**src/rtl/edp_defines.svh**
```systemverilog
`ifndef EDP_DEFINES_SVH
`define EDP_DEFINES_SVH

// Machine word, bit 0 is the sign
`define EDP_WORD_W 36

// Left half is bits 0..17, right half 18..35
`define EDP_HALF_W 18

// Fast memory geometry
// One block per AC set, selected by the APR
`define EDP_FM_BLOCKS 8

// Sixteen ACs in each block
`define EDP_FM_WORDS 16

`endif

```
**src/rtl/ebusPkg.sv**
```systemverilog
`include "edp_defines.svh"

package ebusPkg;

  // Full machine word and one half of it
  typedef logic [0:`EDP_WORD_W-1] tWord;
  typedef logic [0:`EDP_HALF_W-1] tHalf;

  // Register named by a diagnostic read
  // 0 AR, 1 BR, 2 MQ, 3 FM, 4 BRX, 5 ARX, 6 ADX, 7 AD
  typedef logic [0:2] tDiagFunc;

  // What this board puts on the EBUS
  typedef struct packed {
    logic driving;
    tWord data;
  } tEbusDriver;

endpackage

```
**src/rtl/fastMem.sv**
```systemverilog
`timescale 1ns/100ps
`include "edp_defines.svh"

module fastMem (
  input  logic          eboxClk,
  input  logic [0:$clog2(`EDP_FM_BLOCKS * `EDP_FM_WORDS)-1] address,
  input  logic          writeL,
  input  logic          writeR,
  input  ebusPkg::tWord writeData,
  output ebusPkg::tWord readData,
  output logic          parity
);
  import ebusPkg::*;

  tWord mem [0:`EDP_FM_BLOCKS * `EDP_FM_WORDS - 1];

  // ACs start out cleared
  initial begin
    for (int i = 0; i < `EDP_FM_BLOCKS * `EDP_FM_WORDS; i++) begin
      mem[i] = '0;
    end
  end

  // Halfword write enables
  always_ff @(posedge eboxClk) begin
    if (writeL) begin
      mem[address][0:`EDP_HALF_W-1] <= writeData[0:`EDP_HALF_W-1];
    end
    if (writeR) begin
      mem[address][`EDP_HALF_W:`EDP_WORD_W-1] <= writeData[`EDP_HALF_W:`EDP_WORD_W-1];
    end
  end

  assign readData = mem[address];
  assign parity   = ^readData;

endmodule

```
**config.mk**
```make
export PLATFORM = sky130hd
export DESIGN_NAME = fastMem
export DESIGN_NICKNAME = d
export VERILOG_FILES = /design/src/rtl/ebusPkg.sv /design/src/rtl/fastMem.sv
export VERILOG_INCLUDE_DIRS = /design/src /design/src/rtl
export SDC_FILE = /design/constraint.sdc
export NUM_CORES = 2
export LEC_CHECK = 0
export BUFFER_PORTS_ARGS = -buffer_cell sky130_fd_sc_hd__buf_2
export CORE_MARGIN = 2
export CORE_UTILIZATION = 60
export CTS_BUF_LIST = sky130_fd_sc_hd__clkbuf_8
export DETAILED_ROUTE_END_ITERATION = 12
export GPL_ROUTABILITY_DRIVEN = 0
export MAX_ROUTING_LAYER = met4
export PLACE_DENSITY = 0.77
export SLEW_MARGIN = 25
export SYNTH_ARGS = -nofsm -noshare
export SYNTH_HDL_FRONTEND = slang
export SYNTH_MEMORY_MAX_BITS = 65536
export SYNTH_SLANG_ARGS = --single-unit
```
**constraint.sdc**
```tcl
create_clock -name eboxClk -period 4.9 [get_ports eboxClk]
set_clock_uncertainty 0.1 [all_clocks]
set_input_delay 0.245 -clock eboxClk [delete_from_list [all_inputs] [get_ports eboxClk]]
set_output_delay 0.245 -clock eboxClk [all_outputs]
set_load 0.1 [all_outputs]
```
==> run metrics <==
outcome complete, but fails checks; failing checks setup timing; register bit total from synthesis roughly 4600; Syn-to-layout area delta 14.94%; PD cells about 390 nW/um^2; P_leak slightly below 70 nW; largest fanout on the critical path 2; die area between 300000 and 400000 um^2; Post-synth EDFFs ~4600; synth unique cells 90; Bufs on Longest Clock Path 4; sequential area share after synthesis 77.53%; Final Critical Period roughly 6300 ps; Post-DP HPWL roughly 350000 um; Post-Route Utilization ~69%; design area 205100 um^2; largest registers mem x4608; commonest non-fill, non-tap cell in the layout edfxtp_1; Hold Slack 24.03 ps; Via density between 7 and 8; PortBufs a little over 80; Async SR Flop Fraction 0%; placed cells around 14000; startpoint types flip-flop; height of the chip roughly 550 um; # setup viols final 2; Crit path required time around 4600 ps; Register Area about 140000 um^2; Starting Density around three fifths; IO Count 83; VDD IR max between 0.0007 and 0.0008 V; CP endpoint kind output pin; core footprint 296500 um^2; most frequent cells in the layout edfxtp_1 (4608), buf_4 (1068), clkbuf_8 (694), mux4_2 (583), mux2i_1 (535); fillcell total 17360; vias in the first global route between 100k and 150k; initial antenna violation count 33; Area after DPL about 190000 um^2; H-tree depth 6; synthesized net count between 9000 and 10000; CTS tree yes; CTS sink count about 4600; Synth Warn # 0; setup slack at placement -979.4 ps; starting DRC count in detailed routing 19290; # Max-Cap Violations 0; count of antenna-violating nets left after detailed routing 0; max-slew violations 0; WL/cell 37.08 um; Chip Width approximately 550 um; Crit Path Category flip-flop to output pin; Fin Setup TNS -1405 ps; Total Power 79.48 mW; Mapped Area between 150000 and 200000 um^2; Least-Margin Pin Slew approximately 1200 ps; number of flip-flops in the largest register 4608; Clock Root Buffer clkbuf_8; global-route wire length before repair 771700 um; share of cells above drive strength 1 ~29%; Post-CTS Setup Bufs 0; Inserted Clock Buffers ~690; Mapped Cells between 9000 and 10000; drc violations 0; Nets roughly 11000; final worst-path cycle share 128.3%; clock slew at reported path FFs 70 ps; Multi-input gate area around 37000 um^2; Worst EP arrival between 5000 and 6000 ps; Hold Crit Class input pin to flip-flop; detailed-route wire length 555300 um; DR pass1 iterations 9; Syn Area/Cell just under 20 um^2; Top reg by flops mem; GRT Util Overall 37.80%; RSZ-0062 raised after global routing true; final worst slack -1386 ps; GRT overflow 0; Main synth FF type edfxtp_1; worst rel slew slack a little over a fifth; worst hold path depth 2; via count roughly 110k; non-filler cells, final roughly 15000; num rows 200; Hold Violations, Final 0; maximum clock rate ~160 MHz; pin count of the biggest net entering global routing ~130
[power breakdown]
group | switching, mW | internal, mW
clock network | 14.9 | 13.9
registers | 0.0375 | 43.5
logic | 4.73 | 2.40
[worst paths after layout]
check	start	endpoint	slack, ps
max	mem[25][35]$_DFFE_PP_	parity	-1390
min	writeData[22]	mem[6][22]$_DFFE_PP_	20
[worst max-delay path, cell delays in order (launching register included)]
cell      delay, ps
edfxtp_1        370
mux2_4          280
a221o_1         310
a222oi_1        870
o221ai_1        190
or4_1           450
or4_4           550
xnor2_2         170
xnor2_1         260
buf_4           160
xnor3_1         220
xor3_1          280
xnor3_4         470
buf_12          220
[logic make-up (layout without fill, tap and decap cells)]
kind of cell	after synthesis	after routing	share of synthesized area, %
DFF	4608	4608	77.53
AOI/OAI and AO/OA	1514	1514	6.023
muxes	1339	1339	11.76
and+or+nand+nor	991	991	2.395
buffers and inverters	611	2514	2.093
xor gates and xnor gates	26	26	0.2068
other	0	46	0
[Yosys cell counts, types with 78 or more instances]
cell	number	area share (%)
a221o_1	82	0.46
mux2_2	210	1.3
nand2_1	315	0.66
mux2i_1	535	3.0
edfxtp_1	4608	78
o22ai_1	95	0.33
a21oi_1	303	0.85
o21ai_0	206	0.58
buf_4	110	0.46
buf_2	152	0.43
nor2_1	445	0.94
mux4_2	583	7.4
a22oi_1	228	0.96
buf_6	78	0.49
clkbuf_1	192	0.40
a221oi_1	228	1.1
[area by class of cell]
type	count	area share, %
Clock buffer	693	4.649
Antenna cell	46	0.05611
Timing Repair Buffer	1294	5.815
Multi-Input combinational cell	3870	18.25
Sequential cell	4608	67.45
Inverter	11	0.02989
Clock inverter	516	1.348
Tap cell	3939	2.402
[repair_timing]
action | 4_1_cts | 5_1_grt
hold buffers | 42 | 0
hold endpoints to repair | 2980 | 0
pin swaps | 5 | 0
resized for setup | 11 | 4
endpoints found under the setup margin | 1 | 2
[routing by layer]
metal  GRT usage, %  wire length (um)  up-vias
met2          54.97            250800    10040
met3          12.29             85340     2306
met1          45.25            171600    52440
li1               -                 -    40570
met4          25.74             47530        0
met5              -                 0        -
No activity file was read; power rests on OpenSTA's default activity.
