--- src/rtl/edp_defines.svh ---
`ifndef EDP_DEFINES_SVH
`define EDP_DEFINES_SVH

// Machine word, bit 0 is the sign
`define EDP_WORD_W 36

// Left half is bits 0..17, right half 18..35
`define EDP_HALF_W 18

// Fast memory geometry
// One block per AC set, selected by the APR
`define EDP_FM_BLOCKS 8

// Sixteen ACs in each block
`define EDP_FM_WORDS 16

`endif

--- src/rtl/cramPkg.sv ---
package cramPkg;

  // AD function unit operations
  typedef enum logic [2:0] {
    adAdd, adSub, adAnd, adOr, adXor, adPassA, adPassB, adOnes
  } tAdFunc;

  // ADA source
  typedef enum logic [1:0] {adaAr, adaArx, adaMq, adaZero} tAdaSel;

  // ADB source, shifted forms borrow low bits from BRX or ARX
  typedef enum logic [1:0] {adbFm, adbBrX2, adbBr, adbArX4} tAdbSel;

  // AR half and ARX word sources
  typedef enum logic [2:0] {
    arSelZero, arSelCache, arSelAd, arSelEbus,
    arSelAdx, arSelMq, arSelAdShl, arSelAdxShl
  } tArSel;

  // MQ universal shift register function
  typedef enum logic [1:0] {mqLoad, mqShl, mqShr, mqHold} tMqSel;

  // Data path fields of the microword
  typedef struct packed {
    tAdFunc adFunc;
    tAdaSel ada;
    tAdbSel adb;
    logic   adLong;
    logic   adCarryIn;
    tArSel  arlSel;
    tArSel  arrSel;
    logic   arlLoad;
    logic   arrLoad;
    logic   arlClr;
    logic   arrClr;
    tArSel  arxSel;
    logic   arxLoad;
    tMqSel  mqSel;
    logic   brLoad;
    logic   brxLoad;
  } tCramEdp;

endpackage

--- src/rtl/ebusPkg.sv ---
`include "edp_defines.svh"

package ebusPkg;

  // Full machine word and one half of it
  typedef logic [0:`EDP_WORD_W-1] tWord;
  typedef logic [0:`EDP_HALF_W-1] tHalf;

  // Register named by a diagnostic read
  // 0 AR, 1 BR, 2 MQ, 3 FM, 4 BRX, 5 ARX, 6 ADX, 7 AD
  typedef logic [0:2] tDiagFunc;

  // What this board puts on the EBUS
  typedef struct packed {
    logic driving;
    tWord data;
  } tEbusDriver;

endpackage

--- src/rtl/edpRegs.sv ---
`timescale 1ns/100ps
`include "edp_defines.svh"

module edpRegs (
  input  logic             eboxClk,
  input  logic             rst,
  input  cramPkg::tCramEdp cram,
  input  ebusPkg::tWord    cacheData,
  input  ebusPkg::tWord    ebusIn,
  input  ebusPkg::tWord    ad,
  input  ebusPkg::tWord    adx,
  input  logic             adCarry0,
  output ebusPkg::tWord    ar,
  output ebusPkg::tWord    arx,
  output ebusPkg::tWord    br,
  output ebusPkg::tWord    brx,
  output ebusPkg::tWord    mq
);
  import cramPkg::*;
  import ebusPkg::*;

  tWord arlWord;
  tWord arrWord;
  tWord arxNext;
  tHalf arlNext;
  tHalf arrNext;

  // Shared source mux for AR halves and ARX
  function automatic tWord arSource(input tArSel sel);
    case (sel)
      arSelZero:   arSource = '0;
      arSelCache:  arSource = cacheData;
      arSelAd:     arSource = ad;
      arSelEbus:   arSource = ebusIn;
      arSelAdx:    arSource = adx;
      arSelMq:     arSource = mq;
      // One place left, next word supplies the low bit
      arSelAdShl:  arSource = {ad[1:`EDP_WORD_W-1], adx[0]};
      default:     arSource = {adx[1:`EDP_WORD_W-1], mq[0]};
    endcase
  endfunction

  always_comb begin
    arlWord = arSource(cram.arlSel);
    arrWord = arSource(cram.arrSel);
    arxNext = arSource(cram.arxSel);
    arlNext = arlWord[0:`EDP_HALF_W-1];
    arrNext = arrWord[`EDP_HALF_W:`EDP_WORD_W-1];
  end

  // AR halves load and clear on their own
  always_ff @(posedge eboxClk) begin
    if (rst) begin
      ar <= '0;
    end else begin
      if (cram.arlClr) begin
        ar[0:`EDP_HALF_W-1] <= '0;
      end else if (cram.arlLoad) begin
        ar[0:`EDP_HALF_W-1] <= arlNext;
      end
      if (cram.arrClr) begin
        ar[`EDP_HALF_W:`EDP_WORD_W-1] <= '0;
      end else if (cram.arrLoad) begin
        ar[`EDP_HALF_W:`EDP_WORD_W-1] <= arrNext;
      end
    end
  end

  always_ff @(posedge eboxClk) begin
    if (rst) begin
      arx <= '0;
    end else if (cram.arxLoad) begin
      arx <= arxNext;
    end
  end

  // BR and BRX only ever copy AR and ARX
  always_ff @(posedge eboxClk) begin
    if (rst) begin
      br  <= '0;
      brx <= '0;
    end else begin
      if (cram.brLoad) begin
        br <= ar;
      end
      if (cram.brxLoad) begin
        brx <= arx;
      end
    end
  end

  // MQ as a universal shift register
  always_ff @(posedge eboxClk) begin
    if (rst) begin
      mq <= '0;
    end else begin
      case (cram.mqSel)
        mqLoad:  mq <= ad;
        // Multiply step, AD moves up with its carry out behind it
        mqShl:   mq <= {ad[1:`EDP_WORD_W-1], adCarry0};
        // Sign fills from the left
        mqShr:   mq <= {mq[0], mq[0:`EDP_WORD_W-2]};
        default: mq <= mq;
      endcase
    end
  end

endmodule

--- config.mk ---
export PLATFORM = sky130hd
export DESIGN_NAME = edpRegs
export DESIGN_NICKNAME = d
export VERILOG_FILES = /design/src/rtl/cramPkg.sv /design/src/rtl/ebusPkg.sv /design/src/rtl/edpRegs.sv
export VERILOG_INCLUDE_DIRS = /design/src /design/src/rtl
export SDC_FILE = /design/constraint.sdc
export NUM_CORES = 1
export LEC_CHECK = 0
export ABC_CLOCK_PERIOD_IN_PS = 1640
export BUFFER_PORTS_ARGS = -buffer_cell sky130_fd_sc_hd__buf_2
export CELL_PAD_IN_SITES_DETAIL_PLACEMENT = 0
export CELL_PAD_IN_SITES_GLOBAL_PLACEMENT = 2
export CORE_ASPECT_RATIO = 0.8
export CORE_MARGIN = 10
export CORE_UTILIZATION = 25
export DETAILED_ROUTE_END_ITERATION = 8
export GPL_ROUTABILITY_DRIVEN = 0
export PLACE_DENSITY_LB_ADDON = 0.25
export SYNTH_ARGS = -nofsm -noshare
export SYNTH_HDL_FRONTEND = slang
export SYNTH_SLANG_ARGS = --single-unit
--- constraint.sdc ---
create_clock -name eboxClk -period 1.64 [get_ports eboxClk]
set_input_delay 0.164 -clock eboxClk [delete_from_list [all_inputs] [get_ports eboxClk]]
set_output_delay 0.164 -clock eboxClk [all_outputs]
set_load 0.005 [all_outputs]
==> flow_metrics.tcl <==
set metrics [dict create \
    crit_path_start_kind "flop" \
    grt_max_degree 71 \
    worst_path_largest_cell_delay_ns 0.54 \
    power_leakage_nw 6.24 \
    powerDensity_nw_per_um2 849 \
    rsz0062_at_grt "no" \
    regToRegEndpoint "arx[31]" \
    io_buffers 344 \
    syn2layout_area_growth_pct 29.8 \
    initialDrtViolationCount 1353 \
    final_common_cell "buf_2" \
    rr_worst_depth 4 \
    switching_share 0.357 \
    initial_core_util 0.255 \
    path_class "reg2out" \
    grt_util_met2 0.345 \
    place_hpwl_um 50100 \
    total_power_w 0.0122 \
    drtAntennaViolNets 0 \
    hp-class "in2reg" \
    drive_above_1_share 0.334 \
    fp.dieH_um 209 \
    cts_tree "yes" \
    hold_slack_ns 0.0171 \
    htreeDepth 4 \
    grtUsageTotal 0.232 \
    fp-row-count 68 \
    syn_avg_cell_area_um2 8.29 \
    ys_ff_latch 180 \
    crit_path_end_kind "output pin" \
    required_ns 1.48 \
    syn_nets 1517 \
    critPathLaunch "mq[26]" \
    synth_area_um2 11100 \
    finalSetupTns_ns 0 \
    io_pins 354 \
    async_reset_ff_frac 0 \
    post_cts_buffers 0 \
    grt_busiest_layer "met2" \
    grt-ovfl-total 0 \
    intPower_w 0.00787 \
    post_cts_resized 0 \
    antenna_found_initial 8 \
    vias_per_cell 5.55 \
    syn_inst 1339 \
    cts_made_buffers 17 \
    ir_drop_uv 829 \
    clkLatencyLatePin_ns 0.49 \
    seq_area_frac_synth 0.324 \
    dr.pass1.iters 7 \
    min_period_over_period 0.922 \
    met1_usage 0.323 \
    hold_violations 0 \
    cts_sinks 180 \
    p_clk_frac 0.343 \
    p_sw_w 0.00437 \
    slew_violations 0 \
    drc 0 \
    p_comb_frac 0.249 \
    worstMarginPinSlew_ns 0.928 \
    ys_types 64 \
    die-area_um2 53300 \
    avgRoutedWirePerCell_um 28.4 \
    vias 12659 \
    most-common-layout-cells "buf_2, nor2_1, dfxtp_1" \
    slew_headroom 0.380 \
    status "finished clean" \
    cts.path.max_buffers 2 \
    die-width_um 256 \
    worstPathArrival_ns 1.35 \
    ff2ff_setup_slack_ns 0.17 \
    drt-total-wl_um 64800 \
    crit_fanout 4 \
    power.share.sequential 0.408 \
    cts_hold_buf 4 \
    slowest_stage "dfxtp_1" \
    finalSetupViolCount 0 \
    crit_chain "buf_4, buf_2" \
    cp-endpoint "mq[26]" \
    grt_first_pass_wirelength_um 91300 \
    ys_warn_count 0 \
    timing.rr.start "mq[31]" \
    grt_use_met3 0.0629 \
    nets 1849 \
    maxCapViolations 0 \
    finalCriticalPeriod_ns 1.51 \
    clk_pin_slew_worst_paths_ns 0.07 \
    core_area_um2 43600 \
    finClkSkew_ns 0.0181 \
    synth_flop_cell "dfxtp_1" \
    max_freq_mhz 661 \
    synth_edf_count 0 \
    root_buffer "clkbuf_16" \
    grt_pass1_vias 12102 \
]
-- synthesized netlist by cell type (4+ instances only) --
library cell | instances | area, µm²
nor2_1 | 194 | 728
dfxtp_1 | 180 | 3600
a21oi_1 | 106 | 531
mux2i_1 | 104 | 1040
nand2_1 | 92 | 345
o221ai_1 | 72 | 631
buf_2 | 68 | 340
o21ai_0 | 55 | 275
mux2_2 | 53 | 597
a22oi_1 | 52 | 390
clkbuf_1 | 47 | 176
a211oi_1 | 42 | 315
a221oi_1 | 31 | 272
nand3b_1 | 22 | 165
nand2b_1 | 18 | 113
o22ai_1 | 16 | 100
a31oi_1 | 13 | 81.3
buf_6 | 12 | 135
a21boi_0 | 11 | 82.6
inv_1 | 11 | 41.3
nor2b_1 | 11 | 68.8
a31o_2 | 10 | 87.6
a2111oi_0 | 9 | 78.8
a22o_1 | 8 | 70.1
nand3_1 | 8 | 40.0
a2bb2oi_1 | 7 | 61.3
and3_1 | 6 | 37.5
buf_4 | 6 | 45.0
o21a_1 | 6 | 45.0
o2bb2ai_1 | 6 | 52.6
a2111oi_1 | 5 | 50.1
o221a_2 | 5 | 56.3
a21bo_2 | 4 | 40.0
a222oi_1 | 4 | 40.0
ha_1 | 4 | 50.1
-- cell families (layout without fill, tap and decap cells) --
family                   count (synthesis)  after routing  share of synthesized area
AO/OA/AOI/OAI                          481            481                      0.309
AND/OR/NAND/NOR                        368            368                      0.147
flip-flops                             180            180                      0.324
multiplexers                           157            157                      0.147
buffers and inverters                  149            494                     0.0683
adder cells (fa/ha/maj)                  4              4                    0.00451
other                                    0              1                          0
-- metal layers --
metal	up-vias	wire length, µm
li1	5741	-
met4	6	1240
met5	-	33
met1	6194	29700
met2	633	28200
met3	85	5650
-- sequential cells by signal, summed over array words and instances, names as in the netlist --
register / count
ar: 36
arx: 36
br: 36
brx: 36
mq: 36
-- worst max-delay path, delay by kind of cell (launching register included) --
kind	cells	cell delay [ns]
buffers and inverters	2	0.33
flip-flops	1	0.54
-- final cells by class --
cell class,count,area (µm²)
Clock buffer,17,425
Tap cell,595,744
Multi-Input combinational cell,1010,6750
Inverter,13,48.8
Antenna cell,1,2.50
Fill cell,4771,29100
Clock inverter,15,138
Sequential cell,180,3600
Timing Repair Buffer,449,2700
-- metrics by stage --
stage | area [µm²] | util | instances | setup WS, ns
2_1_floorplan | 11100 | - | 1339 | 0.300
3_3_place_gp | 13800 | 0.317 | 2243 | -0.192
3_5_place_dp | 13800 | 0.317 | 2243 | -0.188
4_1_cts | 14400 | 0.331 | 2279 | 0.148
5_1_grt | 14400 | 0.331 | 2279 | 0.104
6_report | 14400 | 0.331 | 2280 | 0.128
-- how the worst min path moves through the flow --
| stage | endpoint | cells past startpoint | start |
|---|---|---|---|
| floorplan | arx[35] | 2 | cacheData[35] |
| global placement | arx[17] | 3 | cacheData[17] |
| detailed placement | arx[17] | 3 | cacheData[17] |
| CTS | arx[35] | 3 | cacheData[35] |
| global route | ar[27] | 3 | cacheData[27] |
| finish | arx[35] | 3 | cacheData[35] |
-- power by group through the flow --
stage,Sequential (W),Combinational (W),Clock [W]
floorplan,0.00491,0.00155,0
global placement,0.00508,0.00299,0
detailed placement,0.00508,0.00299,0
CTS,0.00498,0.00301,0.00430
global route,0.00501,0.00326,0.00447
finish,0.00499,0.00305,0.00420
Note: power is estimated with default switching activity, not from simulation.
