### src/rtl/edp_defines.svh
`ifndef EDP_DEFINES_SVH
`define EDP_DEFINES_SVH

// Machine word, bit 0 is the sign
`define EDP_WORD_W 36

// Left half is bits 0..17, right half 18..35
`define EDP_HALF_W 18

// Fast memory geometry
// One block per AC set, selected by the APR
`define EDP_FM_BLOCKS 8

// Sixteen ACs in each block
`define EDP_FM_WORDS 16

`endif

### src/rtl/ebusPkg.sv
`include "edp_defines.svh"

package ebusPkg;

  // Full machine word and one half of it
  typedef logic [0:`EDP_WORD_W-1] tWord;
  typedef logic [0:`EDP_HALF_W-1] tHalf;

  // Register named by a diagnostic read
  // 0 AR, 1 BR, 2 MQ, 3 FM, 4 BRX, 5 ARX, 6 ADX, 7 AD
  typedef logic [0:2] tDiagFunc;

  // What this board puts on the EBUS
  typedef struct packed {
    logic driving;
    tWord data;
  } tEbusDriver;

endpackage

### src/rtl/ebusDriver.sv
`timescale 1ns/100ps

module ebusDriver (
  input  logic               eboxClk,
  input  logic               rst,
  input  logic               adToEbus,
  input  logic               diagRead,
  input  ebusPkg::tDiagFunc  diagFunc,
  input  ebusPkg::tWord      ar,
  input  ebusPkg::tWord      br,
  input  ebusPkg::tWord      mq,
  input  ebusPkg::tWord      fm,
  input  ebusPkg::tWord      brx,
  input  ebusPkg::tWord      arx,
  input  ebusPkg::tWord      adx,
  input  ebusPkg::tWord      ad,
  output ebusPkg::tEbusDriver ebusOut
);
  import ebusPkg::*;

  tWord src;

  // AD request beats whatever the diag function names
  always_comb begin
    if (adToEbus) begin
      src = ad;
    end else begin
      case (diagFunc)
        3'd0:    src = ar;
        3'd1:    src = br;
        3'd2:    src = mq;
        3'd3:    src = fm;
        3'd4:    src = brx;
        3'd5:    src = arx;
        3'd6:    src = adx;
        default: src = ad;
      endcase
    end
  end

  // Bus is quiet and zero unless asked for last cycle
  always_ff @(posedge eboxClk) begin
    if (rst) begin
      ebusOut <= '0;
    end else if (adToEbus || diagRead) begin
      ebusOut.driving <= 1'b1;
      ebusOut.data    <= src;
    end else begin
      ebusOut <= '0;
    end
  end

endmodule

### config.mk
export PLATFORM = sky130hd
export DESIGN_NAME = ebusDriver
export DESIGN_NICKNAME = d
export VERILOG_FILES = /design/src/rtl/ebusPkg.sv /design/src/rtl/ebusDriver.sv
export VERILOG_INCLUDE_DIRS = /design/src /design/src/rtl
export SDC_FILE = /design/constraint.sdc
export NUM_CORES = 1
export LEC_CHECK = 0
export ABC_AREA = 0
export BUFFER_PORTS_ARGS = -buffer_cell sky130_fd_sc_hd__buf_4
export CAP_MARGIN = 20
export CORE_AREA = 8 8 121 123
export DETAILED_ROUTE_END_ITERATION = 10
export DIE_AREA = 0 0 129 131
export PLACE_DENSITY_LB_ADDON = 0.05
export SYNTH_ARGS = -nofsm -noshare
export SYNTH_HDL_FRONTEND = slang
export SYNTH_SLANG_ARGS = --single-unit
### constraint.sdc
create_clock -name eboxClk -period 1.2 [get_ports eboxClk]
set_input_delay 0.06 -clock eboxClk [delete_from_list [all_inputs] [get_ports eboxClk]]
set_output_delay 0.06 -clock eboxClk [all_outputs]
set_load 0.01 [all_outputs]
==> results of run 1 <==
==> power by group <==
group	internal [mW]	leakage (nW)	switching, mW
Combinational	1.20	2.62	0.715
Sequential	1.33	0.307	0.0273
Clock	0.744	0.0655	0.551
==> worst paths after layout <==
path | to | slack [ns] | startpoint | cells after the start
worst min-delay path | ebusOut[12]$_SDFF_PP0_ | 0.02 | adx[12] | 3
worst max-delay path | ebusOut[4]$_SDFF_PP0_ | 0.08 | diagFunc[0] | 6
==> through the flow <==
step	area, µm²	utilization [%]	TNS [ns]	hold slack, ns
after floorplan	3150	-	0	0.219
after global placement	6080	47.2	-6.11	0.309
after detailed placement	6080	47.2	-6.66	0.315
after CTS	6210	48.2	0	0.0104
after global routing	6210	48.2	0	0.0283
final	6210	48.2	0	0.0157
==> final cells by class <==
type | count | area [µm²]
inverter | 5 | 18.8
fill | 1263 | 6670
sequential | 37 | 741
tap | 176 | 220
clock buffer | 5 | 125
clock inverter | 1 | 5.00
timing repair buffer | 374 | 2910
multi-input combinational | 258 | 2190
==> cells in the mapped netlist, types with 3 or more instances <==
| cell type | count | area share (%) |
|---|---|---|
| a211oi_1 | 26 | 6.2 |
| a21oi_1 | 6 | 0.95 |
| a221oi_1 | 6 | 1.7 |
| a22oi_1 | 7 | 1.7 |
| a31oi_1 | 7 | 1.4 |
| and2_1 | 5 | 0.99 |
| buf_1 | 4 | 0.48 |
| buf_2 | 15 | 2.4 |
| buf_4 | 4 | 0.95 |
| buf_6 | 5 | 1.8 |
| clkbuf_1 | 10 | 1.2 |
| dfxtp_1 | 37 | 23 |
| inv_1 | 5 | 0.60 |
| mux2_2 | 6 | 2.1 |
| mux2i_1 | 30 | 9.5 |
| mux4_2 | 26 | 19 |
| nand2_1 | 5 | 0.60 |
| nor2_1 | 60 | 7.1 |
| o21ai_0 | 22 | 3.5 |
| o21bai_1 | 3 | 0.71 |
| o221a_2 | 4 | 1.4 |
| o221ai_1 | 26 | 7.2 |
==> cells by family (layout without fill, tap and decap cells) <==
group                  Yosys count  count (layout)  share of synthesized area, %
buffers and inverters           43             385                          7.38
flip-flops                      37              37                          23.5
AND/OR/NAND/NOR                 76              76                          10.0
AO/OA/AOI/OAI                  119             119                          28.4
multiplexers                    63              63                          30.7
==> metal layers <==
layer | global-route usage (%) | vias to the layer above | part of all wire [%]
li1 | - | 2024 | -
met1 | 21.4 | 1918 | 36
met2 | 36.4 | 203 | 52
met3 | 7.10 | 20 | 9.8
met4 | 5.32 | 0 | 1.8
met5 | 0 | - | 0
==> results.toml, run 1 <==
[die]
core_area_um2 = 12900
die_w_um = 129
die_h_um = 131
initial_core_util_pct = 24.5
io_pins = 332
die-area_um2 = 16900
rows = 42

[route]
viasPerCell = 4.87
wl_mm = 17.9
drtPass1Iterations = 4
vias = 4165
drc_errors = 0
antenna_left = 0
routedWlPerCell_um = 20.9
drtIter0Drc = 233

[clocking]
path_clk_slew_ns = 0.06
postCtsSetupBuffers = 0
clock_path_buffers = 2
cts.sinks = 37
cts_resized = 0
cts_tree = "done"
cts-root-buf = "clkbuf_16"
htree_num_levels = 2
numCtsBuffers = 5
postCtsHoldBufs = 0

[critical_path]
crit_path_start_kind = "primary input"
worstPathCellList = "buf_4 -> buf_4 -> mux2_2 -> a221oi_1 -> a31oi_1 -> o221a_2"
cpPeakStageDelay_ns = 0.32
crit_path_end_kind = "register"
cp.arrival_ns = 1.29
slowest_stage = "mux2_2"
cp_common_cell = "buf_4"
path_buf_inv = 2
crit_fanout = 7
criticalPathCategory = "primary input to register"
cp.required_ns = 1.38
critPathTopFamily = "compound AO/OA/AOI/OAI gates"

[power_and_ir_drop]
irDropWorstVdd_v = 0.000534
total_power_mw = 4.56
leakagePower_nw = 3.00
power.density_nw_per_um2 = 735

[cells_and_area]
layout_common_cells = "366 x buf_4, 60 x nor2_1, 37 x dfxtp_1, 30 x mux2i_1"
final_cells = 856
fin_nets = 976
layout_commonest_cell = "buf_4"
syn_to_final_growth_pct = 96.9
regMostFlops = "ebusOut"
drive_gt1_share_pct = 62.4
largestRegisters = "ebusOut (37)"
antenna-diode-count = 0
largest_register_ffs = 37

[yosys]
synth_edf_count = 0
ys_seq_elements = 37
ys.flop_type = "dfxtp_1"
syn_inst = 338
async_flop_share_pct = 0
yosysSeqAreaShare_pct = 23.5
postSynthAreaPerCell_um2 = 9.33
synth_fp_nets = 633
syn-cell-area_um2 = 3150
synth_warnings = 0
ys_types = 38

[grt]
grt_max_degree = 32
globalRouteOverflowTotal = 0
antenna_found_initial = 0
grt_pass1_vias = 4644
track_usage_pct = 20.0
grt_pass1_wl_mm = 25.7

[sta]
tightest_slew_ns = 0.463
period_needed_ns = 1.12
fmax_ghz = 0.897
fin_crit_sh_pct = 93.0
slew_headroom_pct = 69.0
hold_viol_final = 0
setup_viol = 0
fin_ws_ns = 0.0846
rsz0062_at_grt = "false"
finalMaxSlewViolations = 0

[worst_hold_path]
hold_class = "primary input to register"

[place]
hpwl_mm = 14.9
portBuffers = 331
place_inst = 850
gp_congestion = 0.830
dp_slack_ns = -0.225

[run]
maxCapViolations = 0

[outcome]
status = "complete, no violations"
No activity file was read; power rests on OpenSTA's default activity.
==> run 2, diff against run 1 <==
--- a/config.mk
+++ b/config.mk
@@ -12,6 +12,7 @@
 export CORE_AREA = 8 8 121 123
 export DETAILED_ROUTE_END_ITERATION = 10
 export DIE_AREA = 0 0 129 131
+export GPL_TIMING_DRIVEN = 0
 export PLACE_DENSITY_LB_ADDON = 0.05
 export SYNTH_ARGS = -nofsm -noshare
 export SYNTH_HDL_FRONTEND = slang
==> constraint.sdc (replaced) <==
create_clock -name eboxClk -period 1.2 [get_ports eboxClk]
set_input_delay 0.06 -clock eboxClk [delete_from_list [all_inputs] [get_ports eboxClk]]
set_output_delay 0.06 -clock eboxClk [all_outputs]
set_load 0.05 [all_outputs]
==> results.toml, run 2 (synthesis gave the netlist of run 1 again) <==
[sta]
slew_headroom_pct = 64.2
fmax_ghz = 0.869
fin_crit_sh_pct = 95.9
rsz0062_at_grt = "true"
tightest_slew_ns = 0.535
hold_viol_final = 0
period_needed_ns = 1.15
setup_viol = 0
finalMaxSlewViolations = 0

[clocking]
cts_tree = "done"
numCtsBuffers = 5
cts.sinks = 37
cts-root-buf = "clkbuf_16"
htree_num_levels = 2
postCtsHoldBufs = 0
path_clk_slew_ns = 0.06
postCtsSetupBuffers = 0
clock_path_buffers = 2

[cells_and_area]
final_util_pct = 47.5
syn_to_final_growth_pct = 93.9
drive_gt1_share_pct = 62.1
layout_common_cells = "334 x buf_4, 60 x nor2_1, 37 x dfxtp_1, 29 x mux2i_1, 26 x mux4_2"
regMostFlops = "ebusOut"
largestRegisters = "ebusOut (37)"
antenna-diode-count = 0
fin_nets = 970
layout_commonest_cell = "buf_4"
largest_register_ffs = 37
final_cells = 852

[route]
wl_mm = 18.5
vias = 4172
viasPerCell = 4.90
drtPass1Iterations = 4
antenna_left = 0
drc_errors = 0
routedWlPerCell_um = 21.7
drtIter0Drc = 184

[power_and_ir_drop]
leakagePower_nw = 2.93
irDropWorstVdd_v = 0.000568
power.density_nw_per_um2 = 833
total_power_mw = 5.09

[grt]
track_usage_pct = 20.6
grt_max_degree = 12
globalRouteOverflowTotal = 0
grt_pass1_wl_mm = 26.5
grt_pass1_vias = 4639
antenna_found_initial = 0

[place]
gp_congestion = 0.853
portBuffers = 330
place_inst = 844
hpwl_mm = 15.7

[die]
initial_core_util_pct = 24.5
rows = 42
die_w_um = 129
io_pins = 332
die-area_um2 = 16900
core_area_um2 = 12900
die_h_um = 131

[critical_path]
crit_path_end_kind = "register"
crit_fanout = 10
criticalPathCategory = "primary input to register"
cp.required_ns = 1.36
crit_path_start_kind = "primary input"
cp.arrival_ns = 1.32

[run]
maxCapViolations = 0

[outcome]
status = "complete, no violations"

[worst_hold_path]
hold_class = "primary input to register"
==> run 2: routing by layer <==
layer / global-route usage [%] / wire length, µm
met1: 22.1 / 6720
met2: 38.6 / 9900
met4: 3.80 / 161
met3: 7.18 / 1750
met5: 0 / 0
==> run 2: what timing repair did <==
| item | in CTS | in global routing |
|---|---|---|
| setup endpoints to repair | 24 | 25 |
| gates resized for setup | 11 | 22 |
| cloned | 0 | 0 |
==> run 2: worst max-delay path, cell delays in order <==
cell,delay [ns]
buf_4,0.13
buf_8,0.15
a211o_1,0.29
buf_2,0.18
buf_2,0.22
a211oi_1,0.21
nor2_1,0.08
==> run 2: final timing paths <==
kind / from / endpoint / slack (ns) / cells after the start
hold / removal: adx[17] / ebusOut[17]$_SDFF_PP0_ / 0.03 / 3
setup / recovery: diagFunc[0] / ebusOut[5]$_SDFF_PP0_ / 0.05 / 7
==> run 2: power breakdown <==
part           total (mW)  internal, mW  switching [mW]
sequential           1.35          1.33          0.0261
clock                1.57          1.04           0.533
combinational        2.17          1.15            1.02
total                5.09          3.51            1.58
==> run 2: final cells by class <==
| type | instances | area (µm²) |
|---|---|---|
| fill | 1293 | 6760 |
| timing repair buffer | 330 | 2480 |
| multi-input combinational | 258 | 2210 |
| sequential | 37 | 741 |
| buffer | 38 | 269 |
| tap | 176 | 220 |
| clock buffer | 7 | 143 |
| clock inverter | 1 | 30.0 |
| inverter | 5 | 18.8 |
==> run 2: through the flow <==
stage               worst slack [ns]  setup TNS [ns]  hold WS (ns)  instance area, µm²
floorplan                     0.0327               0         0.219                3150
global route                 -0.0373          -0.185        0.0256                6110
detailed placement            -0.471          -12.13         0.310                5850
global placement              -0.441          -11.88         0.306                5850
finish                        0.0492               0        0.0279                6110
CTS                           0.0197               0        0.0232                6040
==> run 3, diff against run 2 <==
--- a/config.mk
+++ b/config.mk
@@ -14,6 +14,7 @@
 export DIE_AREA = 0 0 129 131
 export GPL_TIMING_DRIVEN = 0
 export PLACE_DENSITY_LB_ADDON = 0.05
+export REMOVE_ABC_BUFFERS = 1
 export SYNTH_ARGS = -nofsm -noshare
 export SYNTH_HDL_FRONTEND = slang
 export SYNTH_SLANG_ARGS = --single-unit
==> results.toml, run 3 (synthesis gave the netlist of run 1 again) <==
[route]
routedWlPerCell_um = 22.2
wl_mm = 18.5
drc_errors = 0
drtIter0Drc = 164
antenna_left = 0
vias = 4156
drtPass1Iterations = 4
viasPerCell = 4.98

[sta]
setup_viol = 0
period_needed_ns = 1.16
hold_viol_final = 0
slew_headroom_pct = 62.6
fmax_ghz = 0.865
rsz0062_at_grt = "false"
fin_crit_sh_pct = 96.4
tightest_slew_ns = 0.560
finalMaxSlewViolations = 0

[grt]
grt_pass1_vias = 4472
met3_usage_pct = 7.14
track_usage_pct = 20.4
grt_max_degree = 43
use_met2_pct = 37.5
busiest_layer = "met2"
grt_use_met1_pct = 21.4
antenna_found_initial = 0
grt_pass1_wl_mm = 25.9
globalRouteOverflowTotal = 0

[die]
core_area_um2 = 12900
rows = 42
die-area_um2 = 16900
io_pins = 332
die_h_um = 131
initial_core_util_pct = 24.5
die_w_um = 129

[power_and_ir_drop]
power.density_nw_per_um2 = 833
p_comb_share_pct = 43.0
total_power_mw = 5.17
leakagePower_nw = 2.95
switching_share_pct = 31.1
internal_power_mw = 3.56
p_sw_mw = 1.61
pwr-share-clk_pct = 30.9
irDropWorstVdd_v = 0.000431
seq_power_share_pct = 26.1

[cells_and_area]
layout_common_cells = "337 x buf_4, 59 x nor2_1, 37 x dfxtp_1, 30 x mux2i_1"
drive_gt1_share_pct = 61.4
layout_commonest_cell = "buf_4"
antenna-diode-count = 0
design_area_um2 = 6200
nFillCells = 1267
largest_register_ffs = 37
final_cells = 834
regMostFlops = "ebusOut"
largestRegisters = "ebusOut (37)"
syn_to_final_growth_pct = 96.7
fin_nets = 952

[place]
gp_congestion = 0.776
place_inst = 810
portBuffers = 331
place_area_um2 = 5740
hpwl_mm = 13.3

[clocking]
clock_path_buffers = 2
htree_num_levels = 2
numCtsBuffers = 5
postCtsHoldBufs = 0
cts-root-buf = "clkbuf_16"
cts_tree = "done"
cts.sinks = 37
path_clk_slew_ns = 0.06

[critical_path]
crit_path_start_kind = "primary input"
crit_path_end_kind = "register"
criticalPathCategory = "primary input to register"
cp.required_ns = 1.37
crit_fanout = 13
cp.arrival_ns = 1.33

[outcome]
status = "complete, no violations"

[run]
maxCapViolations = 0

[worst_hold_path]
hold_class = "primary input to register"
-- run 3: changes by cell type in the layout (fill, tap and decap cells not counted), moves of 2 or more --
cell       delta
buf_2        -14
buf_16        +6
clkbuf_2      -5
clkbuf_4      -5
a211oi_1      +4
a211oi_2      -4
buf_8         -4
buf_4         +3
clkbuf_1      -3
bufbuf_16     +2
nor2b_4       +2
-- run 3: cell type report --
| cell class | instances | area, µm² | area share (%) |
|---|---|---|---|
| clock buffers | 7 | 143 | 2.30 |
| clock inverters | 1 | 30.0 | 0.484 |
| inverters | 5 | 22.5 | 0.363 |
| multi-input cells | 260 | 2230 | 35.9 |
| flip-flops and latches | 37 | 741 | 11.9 |
| well taps | 176 | 220 | 3.55 |
| repair buffers | 348 | 2820 | 45.4 |
-- run 3: metal layers --
layer / up-vias / part of all wire, %
met5: - / 0
met4: 0 / 1.7
met3: 17 / 9.5
met2: 195 / 54
met1: 1966 / 35
li1: 1978 / -
-- run 3: worst paths after layout --
path   startpoint                     end  slack (ns)  cells after the start
max   diagFunc[0]  ebusOut[20]$_SDFF_PP0_        0.04                      6
min       adx[28]  ebusOut[28]$_SDFF_PP0_        0.01                      3
-- run 3: power by group through the flow --
stage          Clock, mW  Sequential, mW  Combinational [mW]
6_report            1.60            1.35                2.22
5_1_grt             1.69            1.36                2.37
4_1_cts             1.64            1.35                2.21
3_5_place_dp           0            1.38                2.11
3_3_place_gp           0            1.38                2.04
2_1_floorplan          0            1.72               0.544
-- run 3: through the flow --
step	setup TNS (ns)	hold slack, ns	setup WS (ns)	utilization (%)
after floorplan	-10.86	0.214	-0.490	-
after global placement	-85.20	0.307	-2.63	43.8
after detailed placement	-36.17	0.312	-1.18	44.6
after CTS	-0.000902	0.0103	-0.000902	47.6
after global routing	0	0.0168	0.00169	48.2
final	0	0.0149	0.0435	48.2
-- run 3: repair_timing --
item	in CTS	in global routing
setup endpoints to repair	36	23
pin swaps	1	1
gates cloned	4	2
setup buffers	8	2
gates resized for setup	12	4
-- run 3: critical path: stages --
cell      delay [ns]
buf_16          0.15
buf_16          0.17
and2b_1         0.27
a221oi_1        0.34
a31oi_1         0.09
o221a_2         0.25
