==> config.mk <==
export PLATFORM = sky130hd
export DESIGN_NAME = adAlu
export DESIGN_NICKNAME = d
export VERILOG_FILES = /design/src/rtl/cramPkg.sv /design/src/rtl/ebusPkg.sv /design/src/rtl/adAlu.sv
export VERILOG_INCLUDE_DIRS = /design/src /design/src/rtl
export SDC_FILE = /design/constraint.sdc
export NUM_CORES = 1
export LEC_CHECK = 0
export BUFFER_PORTS_ARGS = -buffer_cell sky130_fd_sc_hd__buf_2
export CAP_MARGIN = 25
export CORE_ASPECT_RATIO = 1.4
export CORE_MARGIN = 2
export CORE_UTILIZATION = 30
export DETAILED_ROUTE_END_ITERATION = 12
export SLEW_MARGIN = 10
export SYNTH_ARGS = -nofsm -noshare
export SYNTH_HDL_FRONTEND = slang
export SYNTH_SLANG_ARGS = --single-unit
==> constraint.sdc <==
create_clock -name vclk -period 7.8
set_input_delay 0.78 -clock vclk [all_inputs]
set_output_delay 0.78 -clock vclk [all_outputs]
set_load 0.005 [all_outputs]
==> src/rtl/edp_defines.svh <==
`ifndef EDP_DEFINES_SVH
`define EDP_DEFINES_SVH

// Machine word, bit 0 is the sign
`define EDP_WORD_W 36

// Left half is bits 0..17, right half 18..35
`define EDP_HALF_W 18

// Fast memory geometry
// One block per AC set, selected by the APR
`define EDP_FM_BLOCKS 8

// Sixteen ACs in each block
`define EDP_FM_WORDS 16

`endif

==> src/rtl/cramPkg.sv <==
package cramPkg;

  // AD function unit operations
  typedef enum logic [2:0] {
    adAdd, adSub, adAnd, adOr, adXor, adPassA, adPassB, adOnes
  } tAdFunc;

  // ADA source
  typedef enum logic [1:0] {adaAr, adaArx, adaMq, adaZero} tAdaSel;

  // ADB source, shifted forms borrow low bits from BRX or ARX
  typedef enum logic [1:0] {adbFm, adbBrX2, adbBr, adbArX4} tAdbSel;

  // AR half and ARX word sources
  typedef enum logic [2:0] {
    arSelZero, arSelCache, arSelAd, arSelEbus,
    arSelAdx, arSelMq, arSelAdShl, arSelAdxShl
  } tArSel;

  // MQ universal shift register function
  typedef enum logic [1:0] {mqLoad, mqShl, mqShr, mqHold} tMqSel;

  // Data path fields of the microword
  typedef struct packed {
    tAdFunc adFunc;
    tAdaSel ada;
    tAdbSel adb;
    logic   adLong;
    logic   adCarryIn;
    tArSel  arlSel;
    tArSel  arrSel;
    logic   arlLoad;
    logic   arrLoad;
    logic   arlClr;
    logic   arrClr;
    tArSel  arxSel;
    logic   arxLoad;
    tMqSel  mqSel;
    logic   brLoad;
    logic   brxLoad;
  } tCramEdp;

endpackage

==> src/rtl/ebusPkg.sv <==
`include "edp_defines.svh"

package ebusPkg;

  // Full machine word and one half of it
  typedef logic [0:`EDP_WORD_W-1] tWord;
  typedef logic [0:`EDP_HALF_W-1] tHalf;

  // Register named by a diagnostic read
  // 0 AR, 1 BR, 2 MQ, 3 FM, 4 BRX, 5 ARX, 6 ADX, 7 AD
  typedef logic [0:2] tDiagFunc;

  // What this board puts on the EBUS
  typedef struct packed {
    logic driving;
    tWord data;
  } tEbusDriver;

endpackage

==> src/rtl/adAlu.sv <==
`timescale 1ns/100ps
`include "edp_defines.svh"

module adAlu (
  input  cramPkg::tCramEdp cram,
  input  ebusPkg::tWord    ar,
  input  ebusPkg::tWord    arx,
  input  ebusPkg::tWord    br,
  input  ebusPkg::tWord    brx,
  input  ebusPkg::tWord    mq,
  input  ebusPkg::tWord    fm,
  output ebusPkg::tWord    ad,
  output ebusPkg::tWord    adx,
  output logic             adCarry0,
  output logic             adOverflow
);
  import cramPkg::*;
  import ebusPkg::*;

  tWord ada;
  tWord adb;
  tWord adxb;
  tWord adbOp;
  tWord adxbOp;
  tWord adSum;
  logic isArith;
  logic lowCarry;
  logic adCarry35;
  logic carry1;
  logic carry0;
  logic [`EDP_WORD_W:0]   adxSum;
  logic [`EDP_WORD_W-1:0] adLow;

  // ADA mux
  always_comb begin
    case (cram.ada)
      adaAr:   ada = ar;
      adaArx:  ada = arx;
      adaMq:   ada = mq;
      default: ada = '0;
    endcase
  end

  // ADB mux, with ADXB shifted so the pair acts as one 72-bit operand
  always_comb begin
    case (cram.adb)
      adbFm: begin
        adb  = fm;
        adxb = brx;
      end
      adbBrX2: begin
        adb  = {br[1:`EDP_WORD_W-1], brx[0]};
        adxb = {brx[1:`EDP_WORD_W-1], 1'b0};
      end
      adbBr: begin
        adb  = br;
        adxb = brx;
      end
      default: begin
        adb  = {ar[2:`EDP_WORD_W-1], arx[0:1]};
        adxb = {arx[2:`EDP_WORD_W-1], 2'b00};
      end
    endcase
  end

  // Adder, ADX first since its carry out may feed AD
  always_comb begin
    isArith   = (cram.adFunc == adAdd) || (cram.adFunc == adSub);
    lowCarry  = (cram.adFunc == adSub) ? 1'b1 : cram.adCarryIn;
    adbOp     = (cram.adFunc == adSub) ? ~adb : adb;
    adxbOp    = (cram.adFunc == adSub) ? ~adxb : adxb;
    adxSum    = {1'b0, arx} + {1'b0, adxbOp} + lowCarry;
    adCarry35 = cram.adLong ? adxSum[`EDP_WORD_W] : lowCarry;
    // Bit 0 done separately to expose the carry into it
    adLow     = {1'b0, ada[1:`EDP_WORD_W-1]} + {1'b0, adbOp[1:`EDP_WORD_W-1]} + adCarry35;
    carry1    = adLow[`EDP_WORD_W-1];
    carry0    = (ada[0] & adbOp[0]) | ((ada[0] ^ adbOp[0]) & carry1);
    adSum     = {ada[0] ^ adbOp[0] ^ carry1, adLow[`EDP_WORD_W-2:0]};
  end

  // Function select, flags only mean something for add and subtract
  always_comb begin
    adCarry0   = isArith & carry0;
    adOverflow = isArith & (carry0 ^ carry1);
    case (cram.adFunc)
      adAnd: begin
        ad  = ada & adb;
        adx = arx & adxb;
      end
      adOr: begin
        ad  = ada | adb;
        adx = arx | adxb;
      end
      adXor: begin
        ad  = ada ^ adb;
        adx = arx ^ adxb;
      end
      adPassA: begin
        ad  = ada;
        adx = arx;
      end
      adPassB: begin
        ad  = adb;
        adx = adxb;
      end
      adOnes: begin
        ad  = '1;
        adx = '1;
      end
      default: begin
        ad  = adSum;
        adx = adxSum[`EDP_WORD_W-1:0];
      end
    endcase
  end

endmodule

==> results of run 1 <==
[worst max path at each step]
| stage | from | to | cells past startpoint |
|---|---|---|---|
| 4_1_cts | cram[25] | ad[30] | 30 |
| 2_1_floorplan | cram[25] | ad[35] | 29 |
| 3_5_place_dp | cram[25] | ad[35] | 30 |
| 5_1_grt | cram[25] | ad[35] | 30 |
| 6_report | cram[25] | ad[30] | 30 |
| 3_3_place_gp | cram[25] | ad[35] | 30 |
[worst max-delay path: cells and delay by family]
family,cells,cell delay [ns]
AOI/OAI and AO/OA,13,2.72
and+or+nand+nor,7,1.00
xor gates and xnor gates,1,0.07
buffers and inverters,5,0.66
adders and majority gates,4,1.35
[timing repair]
action	CTS	global route
setup buffers	0	1
setup endpoints to repair	5	14
resized for setup	7	22
pin swaps	1	6
[logic make-up after synthesis]
group / after synthesis
buf+inv: 289
compound gates: 626
simple gates: 385
mux: 116
fa+ha+maj: 218
xor+xnor: 128
[synthesized netlist by cell type, types with 15 or more instances]
cell type,n,area share
ha_1,213,0.22
o21ai_0,201,0.082
a21oi_1,183,0.075
inv_1,166,0.051
nand2_1,159,0.049
nor2_1,125,0.038
xnor2_1,103,0.074
clkbuf_1,91,0.028
mux2i_1,78,0.064
mux4_2,36,0.066
a21o_1,33,0.020
a221oi_1,31,0.022
a221o_1,25,0.020
xor2_1,25,0.018
nand3_1,24,0.0098
o221ai_1,21,0.015
a22oi_1,20,0.012
buf_2,19,0.0078
nor3_1,15,0.0061
[cell type report]
class,count,area share
repair buffers,422,0.164
diodes,5,0.000833
inverters,168,0.0420
well taps,534,0.0445
multi-input cells,1473,0.748
[power by group]
part / total (mW) / internal [mW] / leakage [nW] / switching, mW
Sequential: 0 / 0 / 0 / 0
Clock: 0.0000000860 / 0.0000000860 / 0.0000317 / 0
Combinational: 1.52 / 0.656 / 7.28 / 0.865
Total: 1.52 / 0.656 / 7.28 / 0.865
[placed cells by master, fill, tap and decap left out, types with 31 or more instances in the layout]
cell type | synthesis | layout
a221oi_1 | 31 | 31
a21o_1 | 33 | 33
ha_1 | 213 | 213
mux4_2 | 36 | 36
o21ai_0 | 201 | 198
nand2_1 | 159 | 158
mux2i_1 | 78 | 78
buf_4 | 0 | 122
a21oi_1 | 183 | 181
xnor2_1 | 103 | 103
buf_2 | 19 | 295
inv_1 | 166 | 166
nor2_1 | 125 | 118
[layer usage]
| metal | vias to the layer above | global-route usage | wire, um |
|---|---|---|---|
| met5 | - | 0 | 0 |
| met4 | 0 | 0.118 | 2940 |
| met3 | 145 | 0.0179 | 2760 |
| met2 | 574 | 0.441 | 26800 |
| met1 | 6996 | 0.273 | 21000 |
| li1 | 6986 | - | - |
==> results.toml, run 1 <==
[synthesis]
synth_top_family_by_area = "compound AO/OA/AOI/OAI gates"
yosys_warnings = 0
synth_mux_area_frac = 0.132
synth_compound_area_frac = 0.323
synth-seq-area-share = 0
syn_area_um2 = 12200
syn_inst = 1762
synth_adder_area_share = 0.226
synth_xor_area_frac = 0.0916
synthSimpleGateAreaFrac = 0.137
syn_nets = 2223
synth_cell_types = 70
post_synth.cell_area_avg_um2 = 6.94

[timing]
drv_slew = 0
hold-worst-slack_ns = 2.13
hold_viol = 0
setup_slack_ns = 0.401
grt_setup_unrepaired = "false"
fin_tns_setup_ns = 0
fin_crit_ns = 7.40
fmax_ghz = 0.135
worst_slew_pin_slew_ns = 1.04
fin_crit_sh = 0.949
relSlewSlack = 0.305
setup_viol = 0

[cells_and_area]
final_nets = 2526
fin_util = 0.373
multi_input_area_um2 = 11200
stdcell_count = 2602
n_fill_cell = 4338
stdcell_area_um2 = 15000
area_growth_pct = 22.7
numSequentialCells = 0
drive_above_1_share = 0.241
seq_area_um2 = 0
clockBufferCount = 0

[place]
post-place-ws_ns = -0.168
placed_area_um2 = 14900
dp_cells = 2596
dpl.hpwl_um = 41600
place.gp.congestion = 0.938
placement.io_buffers = 299

[global_route]
antenna_found_initial = 7
grt_pass1_vias = 14900
grt_first_pass_wirelength_um = 80800
gr-total-overflow = 0
grt_max_degree = 65
grt_usage = 0.239

[hold_path]
hold_depth = 6
whs_endpoint = "adx[33]"
hp-start = "arx[33]"
hold_class = "in2out"

[clock_tree]
ctsHoldBuffers = 0

[floorplanning]
core_area_um2 = 40300
dieWidth_um = 175
row_count = 87
io_pins = 317
die-area_um2 = 42400
start_util = 0.304
die_h_um = 243

[status]
status = "complete, no violations"

[routing]
drtIter0Drc = 1072
firstDrtPassIters = 5
final_antenna_net_count = 0
route.detailed.drc = 0
vias = 14700
vias_per_cell = 5.65
routedWlPerCell_um = 20.6
routed_wl_um = 53500

[critical_path]
cp-start-kind = "input port"
crit_type = "in2out"
cp-end-kind = "output port"
cp.arrival_ns = 6.62
crit_fanout = 5
slowest_stage = "fa_2"
worst_path_most_repeated_cell = "fa_2"
crit_required_ns = 7.02
slowest_delay_ns = 0.39

[power_and_ir_drop]
p_leak_nw = 7.28
power.density_nw_per_um2 = 101
vdd_drop_max_mv = 0.0286
power_mw = 1.52

[flow_run]
cap_violations = 0
(Power assumes the default switching activity.)
==> run 2, diff against run 1 <==
PLACE_DENSITY_LB_ADDON = 0.05   (was unset)
==> results.toml, run 2 (same netlist as run 1, synthesis figures left out) <==
[routing]
routedWlPerCell_um = 21.1
vias = 14400
drtIter0Drc = 724
route.detailed.drc = 0
firstDrtPassIters = 7
vias_per_cell = 5.51
final_antenna_net_count = 0
routed_wl_um = 55300

[floorplanning]
start_util = 0.304
io_pins = 317
row_count = 87
core_area_um2 = 40300
die_h_um = 243
die-area_um2 = 42400
dieWidth_um = 175

[power_and_ir_drop]
vdd_drop_max_mv = 0.0490
p_leak_nw = 7.35
p_seq_frac = 0
p_int_mw = 0.668
power.density_nw_per_um2 = 102
clkPwrFrac = 0
power_mw = 1.54
switching_share = 0.567
switching_power_mw = 0.873
comb_power_share = 1.000

[cells_and_area]
stdcell_area_um2 = 15100
drive_above_1_share = 0.245
area_growth_pct = 23.5
n_fill_cell = 4504
fin_util = 0.375
multi_input_area_um2 = 11200
numSequentialCells = 0
layout_commonest_cell = "buf_2"
clockBufferCount = 0
seq_area_um2 = 0
stdcell_count = 2615
layout_common_cells = "295 x buf_2, 213 x ha_1, 200 x o21ai_0, 181 x a21oi_1, 166 x inv_1"
final_nets = 2538

[critical_path]
cp.arrival_ns = 6.65
slowest_stage = "fa_1"
crit_required_ns = 7.02
slowest_delay_ns = 0.45
crit_fanout = 5
crit_type = "in2out"
cp-end-kind = "output port"
cp-start-kind = "input port"
worst_path_most_repeated_cell = "buf_4"

[timing]
setup_slack_ns = 0.372
worst_slew_pin_slew_ns = 1.03
fin_crit_ns = 7.43
drv_slew = 0
fin_crit_sh = 0.952
fin_tns_setup_ns = 0
relSlewSlack = 0.312
fmax_ghz = 0.135
setup_viol = 0
hold_viol = 0
hold-worst-slack_ns = 2.09

[place]
place.gp.congestion = 0.902
dp_cells = 2606
post-place-ws_ns = -0.0396
placed_area_um2 = 15000
placement.io_buffers = 299
dpl.hpwl_um = 42600

[global_route]
antenna_found_initial = 6
grt_max_degree = 62
grt_pass1_vias = 14300
grt_first_pass_wirelength_um = 82700
gr-total-overflow = 0
grt_usage = 0.248

[clock_tree]
ctsHoldBuffers = 0

[status]
status = "complete, no violations"

[hold_path]
hold_class = "in2out"
hold_depth = 4

[flow_run]
cap_violations = 0
[run 2: cell count changes in the layout (fill, tap and decap cells not counted), sizes merged]
cell | previous run | this run
diode | 5 | 6
buf | 422 | 434
[run 2: power groups by stage]
stage | Clock, mW | Sequential, mW | Combinational (mW)
floorplan | 0 | 0 | 0.958
global placement | 0 | 0 | 1.51
detailed placement | 0 | 0 | 1.52
CTS | 0 | 0 | 1.53
global route | 0.000000103 | 0 | 1.71
finish | 0.000000103 | 0 | 1.54
[run 2: worst paths after layout]
kind	startpoint	to	slack [ns]
hold / removal	arx[9]	adx[9]	2.09
setup / recovery	cram[25]	ad[35]	0.37
[run 2: area by class of cell]
type,instances,share of cell area
timing repair buffer,434,0.170
inverter,168,0.0417
multi-input combinational,1473,0.743
tap,534,0.0442
antenna,6,0.000994
[run 2: worst max-delay path, delay by kind of cell]
| family | cells | cell delay, ns |
|---|---|---|
| buffers and inverters | 6 | 0.83 |
| AOI/OAI and AO/OA | 13 | 2.25 |
| and+or+nand+nor | 7 | 1.01 |
| adders and majority gates | 4 | 1.65 |
| muxes | 1 | 0.12 |
[run 2: metal layers]
metal / up-vias / track usage / part of all wire
met2: 342 / 0.470 / 0.52
met1: 6987 / 0.298 / 0.42
met4: 0 / 0.0755 / 0.030
met3: 66 / 0.00783 / 0.027
li1: 7010 / - / -
met5: - / 0 / 0
[run 2: repair_timing]
item / CTS / global route
gates resized for setup: 3 / 12
buffers inserted: 0 / 3
hold endpoints to repair: 0 / 0
pin swaps: 0 / 7
endpoints found under the setup margin: 3 / 13
gates cloned: 0 / 0
==> run 3, diff against run 2 <==
clock period = 7 ns   (was 7.8 ns; I/O delays follow)
==> results.toml, run 3 (same netlist as run 1, synthesis figures left out) <==
[status]
status = "complete, no violations"

[routing]
vias = 14700
routed_wl_um = 56500
drtIter0Drc = 855
vias_per_cell = 5.47
routedWlPerCell_um = 21.0
final_antenna_net_count = 0
firstDrtPassIters = 7
route.detailed.drc = 0

[cells_and_area]
stdcell_count = 2695
n_fill_cell = 4431
clockBufferCount = 0
layout_common_cells = "294 x buf_2, 212 x ha_1, 211 x buf_4, 195 x o21ai_0, 175 x a21oi_1"
layout_commonest_cell = "buf_2"
seq_area_um2 = 0
final_nets = 2619
area_growth_pct = 29.6
numSequentialCells = 0
drive_above_1_share = 0.283

[critical_path]
cp-end-kind = "output port"
worst_path_most_repeated_cell = "fa_2"
cp.arrival_ns = 6.12
crit_type = "in2out"
cp-start-kind = "input port"
crit_required_ns = 6.30
crit_fanout = 4
slowest_delay_ns = 0.42
slowest_stage = "fa_2"

[power_and_ir_drop]
switching_share = 0.554
p_seq_frac = 0
switching_power_mw = 0.999
vdd_drop_max_mv = 0.0593
comb_power_share = 1.000
p_leak_nw = 7.77
p_int_mw = 0.805
clkPwrFrac = 0
power.density_nw_per_um2 = 114

[timing]
hold-worst-slack_ns = 1.97
drv_slew = 0
fin_crit_ns = 6.82
worst_slew_pin_slew_ns = 1.08
fin_crit_sh = 0.974
fmax_ghz = 0.147
hold_viol = 0
setup_viol = 0
relSlewSlack = 0.276
grt_setup_unrepaired = "true"

[floorplanning]
die_h_um = 243
core_area_um2 = 40300
die-area_um2 = 42400
row_count = 87
start_util = 0.304
io_pins = 317
dieWidth_um = 175

[global_route]
grt_usage = 0.255
grt_max_degree = 63
antenna_found_initial = 5
gr-total-overflow = 0
grt_first_pass_wirelength_um = 85300
grt_pass1_vias = 15000

[hold_path]
hold_class = "in2out"

[place]
placement.io_buffers = 299
dpl.hpwl_um = 43800
dp_cells = 2683
place.gp.congestion = 0.894

[clock_tree]
ctsHoldBuffers = 0

[flow_run]
cap_violations = 0
[run 3: layer usage]
layer,GRT usage,vias to the layer above,wire length [um]
met1,0.308,7084,23200
met3,0.00595,71,1990
met4,0.0728,0,1930
met5,0,-,0
li1,-,7178,-
met2,0.487,397,29400
[run 3: worst paths after layout]
| check | startpoint | to | slack, ns | cells past startpoint |
|---|---|---|---|---|
| hold / removal | arx[8] | adx[8] | 1.97 | 5 |
| setup / recovery | cram[26] | ad[35] | 0.18 | 29 |
[run 3: area by class of cell]
cell class / instances / area (um^2) / area share
inverters: 168 / 636 / 0.0401
repair buffers: 515 / 3200 / 0.202
well taps: 534 / 668 / 0.0421
diodes: 5 / 12.5 / 0.000789
multi-input cells: 1473 / 11300 / 0.715
[run 3: power by group through the flow]
stage / registers (mW) / clock network (mW) / logic (mW)
after floorplan: 0 / 0 / 1.08
after global placement: 0 / 0 / 1.75
after detailed placement: 0 / 0 / 1.76
after CTS: 0 / 0 / 1.79
after global routing: 0 / 0.0000000767 / 2.00
final: 0 / 0.00000000415 / 1.80
[run 3: critical path: cells and delay by family]
kind            cells  cell delay, ns
xor+xnor            1            0.09
compound gates     13            2.35
buf+inv             4            0.50
mux                 1            0.14
simple gates        6            0.78
fa+ha+maj           4            1.57
[run 3: what timing repair did]
item	CTS	global route
pin swaps	7	24
gates resized for setup	12	41
endpoints found under the setup margin	11	15
buffers inserted	1	6
[run 3: metrics by stage]
step | power, mW | utilization | area (um^2) | setup WS, ns | TNS [ns]
2_1_floorplan | 1.08 | - | 12300 | 0.00000178 | 0
5_1_grt | 2.00 | 0.394 | 15900 | -0.133 | -0.332
6_report | 1.80 | 0.394 | 15900 | 0.180 | 0
3_5_place_dp | 1.76 | 0.387 | 15600 | -0.312 | -1.91
3_3_place_gp | 1.75 | 0.387 | 15600 | -0.294 | -1.60
4_1_cts | 1.79 | 0.389 | 15700 | 0.0316 | 0
